$ cat config.mk
export PLATFORM = sky130hd
export DESIGN_NAME = batchSequencer
export DESIGN_NICKNAME = d
export VERILOG_FILES = /design/src/logic/batchPkg.sv /design/src/logic/batchSequencer.sv
export SDC_FILE = /design/constraint.sdc
export NUM_CORES = 1
export LEC_CHECK = 0
export BUFFER_PORTS_ARGS = -buffer_cell sky130_fd_sc_hd__buf_2
export CAP_MARGIN = 5
export CORE_MARGIN = 2
export CORE_UTILIZATION = 56
export CTS_BUF_LIST = sky130_fd_sc_hd__clkbuf_4
export CTS_CLUSTER_DIAMETER = 200
export CTS_CLUSTER_SIZE = 12
export DETAILED_ROUTE_END_ITERATION = 10
export PLACE_DENSITY = 0.76
export RECOVER_POWER = 25
export SKIP_CTS_REPAIR_TIMING = 1
export SLEW_MARGIN = 10
export SYNTH_ARGS = -nofsm -noshare
export SYNTH_HDL_FRONTEND = slang
export SYNTH_SLANG_ARGS = --single-unit
$ cat constraint.sdc
create_clock -name clk -period 1.45 [get_ports clk]
set_clock_uncertainty 0.05 [all_clocks]
set_input_delay 0.145 -clock clk [delete_from_list [all_inputs] [get_ports clk]]
set_output_delay 0.145 -clock clk [all_outputs]
set_load 0.01 [all_outputs]
$ cat src/logic/batchPkg.sv
package batchPkg;

    localparam int batchDepth = 32;
    localparam int addrBits = $clog2(batchDepth);
    typedef logic [addrBits-1:0] addrT;

    // Write, lookahead, idle, forward/backward
    localparam int numBanks = 4;
    typedef logic [$clog2(numBanks)-1:0] bankT;

    localparam int latencyBatches = 4;
    // Bank read, recursion and output register
    localparam int pipeStages = 3;
    localparam int latencyCycles = latencyBatches * batchDepth + pipeStages;

endpackage

$ cat src/logic/batchSequencer.sv
`timescale 1ns/1ps

module batchSequencer (
    input  logic           clk,
    input  logic           rstN,
    output batchPkg::addrT fwdAddr,
    output batchPkg::addrT revAddr,
    output batchPkg::bankT bank,
    output logic           phase,
    output logic           batchStart,
    output logic           outValid
);
    import batchPkg::*;

    localparam int warmBits = $clog2(latencyCycles);

    bankT                batchCount;
    logic [warmBits-1:0] warmCount;

    // Reversed address runs as its own down counter
    always_ff @(posedge clk or negedge rstN) begin
        if (!rstN) begin
            fwdAddr <= '0;
            revAddr <= addrT'(batchDepth - 1);
            batchCount <= '0;
        end else if (fwdAddr == addrT'(batchDepth - 1)) begin
            fwdAddr <= '0;
            revAddr <= addrT'(batchDepth - 1);
            batchCount <= batchCount + 1'b1;
        end else begin
            fwdAddr <= fwdAddr + 1'b1;
            revAddr <= revAddr - 1'b1;
        end
    end

    assign batchStart = (fwdAddr == '0);
    // Batch number wraps with the bank count
    assign bank = batchCount;
    assign phase = batchCount[0];

    // Stops once the first sample has crossed the whole pipeline
    always_ff @(posedge clk or negedge rstN) begin
        if (!rstN) begin
            warmCount <= '0;
            outValid <= 1'b0;
        end else if (!outValid) begin
            if (warmCount == warmBits'(latencyCycles - 1)) begin
                outValid <= 1'b1;
            end else begin
                warmCount <= warmCount + 1'b1;
            end
        end
    end

    addrMirror: assert property (@(posedge clk) disable iff (!rstN)
        ({1'b0, fwdAddr} + {1'b0, revAddr}) == (addrBits + 1)'(batchDepth - 1));

endmodule

# Word level (Yosys, flattened, before mapping)
# Cells that the tools add are included.
[classes]
addsub = 4
n_eq_ne = 2
n_mux = 4
n_bitwise = 2
n_reduce_logical = 2
[op_table]
columns = ["cell", "n"]
rows = [
  ["$mux W5", 2],
  ["$add A8 B1 Y8 const B", 1],
  ["$eq A8 B8 Y1 const B", 1],
  ["$add A5 B1 Y5 const B", 1],
  ["$eq A5 B5 Y1 const B", 1],
  ["$logic_not A5 Y1", 1],
  ["$sub A5 B1 Y5 const B", 1],
  ["$add A2 B1 Y2 const B", 1],
  ["$mux W1", 2],
  ["$not A1 Y1", 2],
  ["$reduce_and A2 Y1", 1],
]
[totals]
register_bits = 21
output_inout_bits = 15

# Depth between registers and ports, before layout
[logic_depth]
ltp_word = 3
mapped_depth = 5
depth_no_buf = 5

# Worst setup path before layout
# OpenSTA, ideal clock, no wires.
[synth_timing]
kind = "flip-flop to flip-flop"
start = "register fwdAddr[0]"
end = "register batchCount[0], in the netlist bank[0]"
synth_period_minus_slack_ns = 1.409
stages_incl_launch_ff = 5
t_arrival_ns = 1.229
path_buffers = 0
setup_slack_ns = 0.041
required_time_ns = 1.270
cell_sequence = "dfrtp_1 > ha_1 > and3_1 > ha_1 > xor2_1"
[synth_via]
elab_chain_len = 1
[synth_lines]
columns = ["item", "line", "source"]
rows = [
  ["from (decl)", "batchSequencer.sv:6", "output batchPkg::addrT fwdAddr,"],
  ["from (signal assigned)", "batchSequencer.sv:31", "fwdAddr <= fwdAddr + 1'b1;"],
  ["$eq A5 B5 Y1", "batchSequencer.sv:26", "end else if (fwdAddr == addrT'(batchDepth - 1)) begin"],
  ["to (signal assigned)", "batchSequencer.sv:29", "batchCount <= batchCount + 1'b1;"],
  ["to (decl)", "batchSequencer.sv:17", "bankT batchCount;"],
]
# Every way passes these cells.
# A chain may end at the register's enable or synchronous reset.

# Final worst setup path
[layout_timing]
start = "register fwdAddr[1]"
end = "output batchStart"
[layout_via]
elab_chain_len = 1
[layout_lines]
columns = ["item", "line", "source"]
rows = [
  ["$logic_not A5 Y1", "batchSequencer.sv:36", "assign batchStart = (fwdAddr == '0);"],
  ["to (decl)", "batchSequencer.sv:10", "output logic batchStart,"],
]
# Every way passes these cells.

==> results.json <==
{
  "status": "finished with violations",
  "violations": "negative setup slack",
  "ios": 17,
  "max_slew_margin_pct": 66.88,
  "timing.final.ws_setup_ns": -0.08443,
  "max_clock_freq_mhz": 651.7,
  "synth_nets": 89,
  "final_util_pct": 70.94,
  "synth-seq-cells": 21,
  "vias": 658,
  "ys_async_sr_fraction_pct": 100.0,
  "peakVddDrop_uv": 552.6,
  "grt_max_degree": 22,
  "dpl.hpwl_um": 1210,
  "finalInstanceArea_um2": 1185,
  "post-route-period-util_pct": 105.8,
  "final_max_slew_viol_count": 0,
  "synth.avg_cell_area_um2": 12.14,
  "dieArea_um2": 2083,
  "worst_pin_slew_ns": 0.4969,
  "yosys-top-cells-area": "dfrtp_1 41%, dfstp_2 14%, ha_1 9.0%, xnor2_1 8.1%, nand2b_1 3.9%",
  "syn_to_final_growth_pct": 22.04,
  "synth_top_cell_area_share_pct": 41.24,
  "holdWs_ns": 0.2604,
  "tns_ns": -0.08443,
  "drive_gt1_share_pct": 36.54,
  "leakagePower_nw": 0.5581,
  "fin_crit_ns": 1.534,
  "fin_cells": 121,
  "num_rows": 15,
  "clk_pin_slew_ns": 0.12,
  "hold_class": "primary input to async pin",
  "cp-end-kind": "primary output",
  "routed_wirelength_um": 1740,
  "start_kind": "flip-flop",
  "worstSetupPathType": "flip-flop to primary output",
  "final_nets": 114,
  "overflow": 0,
  "synth_edf_count": 0,
  "die_x_um": 45.64,
  "yosysTopAreaCell": "dfrtp_1",
  "cts_tree": "built",
  "ys_warn_count": 0,
  "required_ns": 1.25,
  "drc": 0,
  "setup_viol": 1,
  "numPortBuffers": 16,
  "gp_congestion": 0.7727,
  "syn_area_um2": 970.9,
  "grt_pass1_wl_um": 2573,
  "cts_root_buf": "clkbuf_4",
  "cts_buffers": 3,
  "core_um2": 1670,
  "drtIter0Drc": 9,
  "pwr_density_cell_nw_per_um2": 746.7,
  "grt_pass1_vias": 600,
  "cts.sinks": 21,
  "cap_violations": 0,
  "antenna_found_initial": 0,
  "cts_buffer_depth": 2,
  "grt.total_usage_pct": 18.13,
  "rsz0062_at_grt": "yes",
  "synth_ff_type": "dfrtp_1",
  "synthDistinctLibCells": 23,
  "cts_htree_levels": 1,
  "synthesis.instances": 80,
  "final-hold-violation-count": 0,
  "start_util_pct": 58.13,
  "wl_per_cell_um": 14.38,
  "placed_area_um2": 1087,
  "cp_max_fo": 3,
  "first_pass_iters": 7,
  "via_per_inst": 5.438,
  "crit_arrival_ns": 1.34,
  "ant_nets": 0,
  "diodes": 0,
  "fp.dieH_um": 45.64,
  "clk_latency_ns": 0.31,
  "ys_seq_area_share_pct": 54.77,
  "place_inst": 115
}
-- cells in the final DEF (no fill, tap or decap), types with 2 or more instances in the layout --
cell type / instances
ha_1: 4
dfrtp_1: 16
buf_2: 15
xor2_1: 4
dfstp_2: 5
nand2_1: 2
nor2_1: 4
xnor2_1: 9
inv_1: 6
buf_4: 2
buf_6: 2
nand3_1: 4
clkbuf_4: 3
nand2b_1: 6
ha_4: 2
and3_1: 2
nor3_1: 2
-- cell type report --
type	count	area, um^2
clock buffer	3	22.52
clock inverter	1	5.005
fill	109	485.5
inverter	8	32.53
multi-input combinational	50	444.2
sequential	21	531.8
tap	17	21.27
timing repair buffer	21	127.6
-- report_power, final --
group,internal [mW],switching (mW)
clock network,0.103,0.182
logic,0.00267,0.0107
registers,0.586,0
total,0.692,0.193
-- critical path, stage by stage (launching register included) --
cell and delay, ns:
dfrtp_1 0.41, buf_6 0.13, inv_4 0.05, ha_4 0.12
nor4b_4 0.16, buf_2 0.16
-- metal layers --
layer,global-route usage [%],part of all wire [%]
met3,2.381,3.9
met4,10.59,2.2
met5,0,0
met1,23.64,47
met2,28.73,47
-- stage by stage --
stage / setup WS [ns] / total power, mW
6_report: -0.08443 / 0.8847
5_1_grt: -0.1346 / 0.9125
3_3_place_gp: 0.1016 / 0.6094
4_1_cts: -0.1757 / 0.8885
3_5_place_dp: 0.03807 / 0.6096
2_1_floorplan: 0.04137 / 0.5970
-- synthesized netlist by cell type, types with 2 or more instances --
cell,instances
ha_1,7
xor2_1,4
nor3_1,2
nand2_1,2
xnor2_1,9
and3_1,2
dfstp_2,5
inv_1,8
nor2_1,4
nand3_1,4
nand2b_1,6
dfrtp_1,16
-- path summary, 6_finish.rpt --
kind	start	endpoint	slack, ns	depth (start not counted)
setup / recovery	fwdAddr[1]	batchStart	-0.08	5
hold / removal	rstN	warmCount[3]	0.26	2
setup reg to reg	fwdAddr[0]	bank[1]	0.07	5
hold reg to reg	revAddr[0]	revAddr[0]	0.45	1
max in group asynchronous	rstN	revAddr[1]	0.73	2
min in group clk	revAddr[0]	revAddr[0]	0.45	1
-- kinds of logic after synthesis --
kind of cell | synth area share (%)
AND/OR/NAND/NOR | 16.24
flip-flops | 54.77
XOR/XNOR | 11.73
buffers and inverters | 3.866
adder cells (fa/ha/maj) | 9.020
AO/OA/AOI/OAI | 3.351
multiplexers | 1.031
-- registers in the layout, summed over array words and instances (netlist names) --
| signal | cells |
|---|---|
| outValid | 1 |
| fwdAddr | 5 |
| revAddr | 5 |
| warmCount | 8 |
| bank | 2 |
Power figures use the tool's default switching activity.
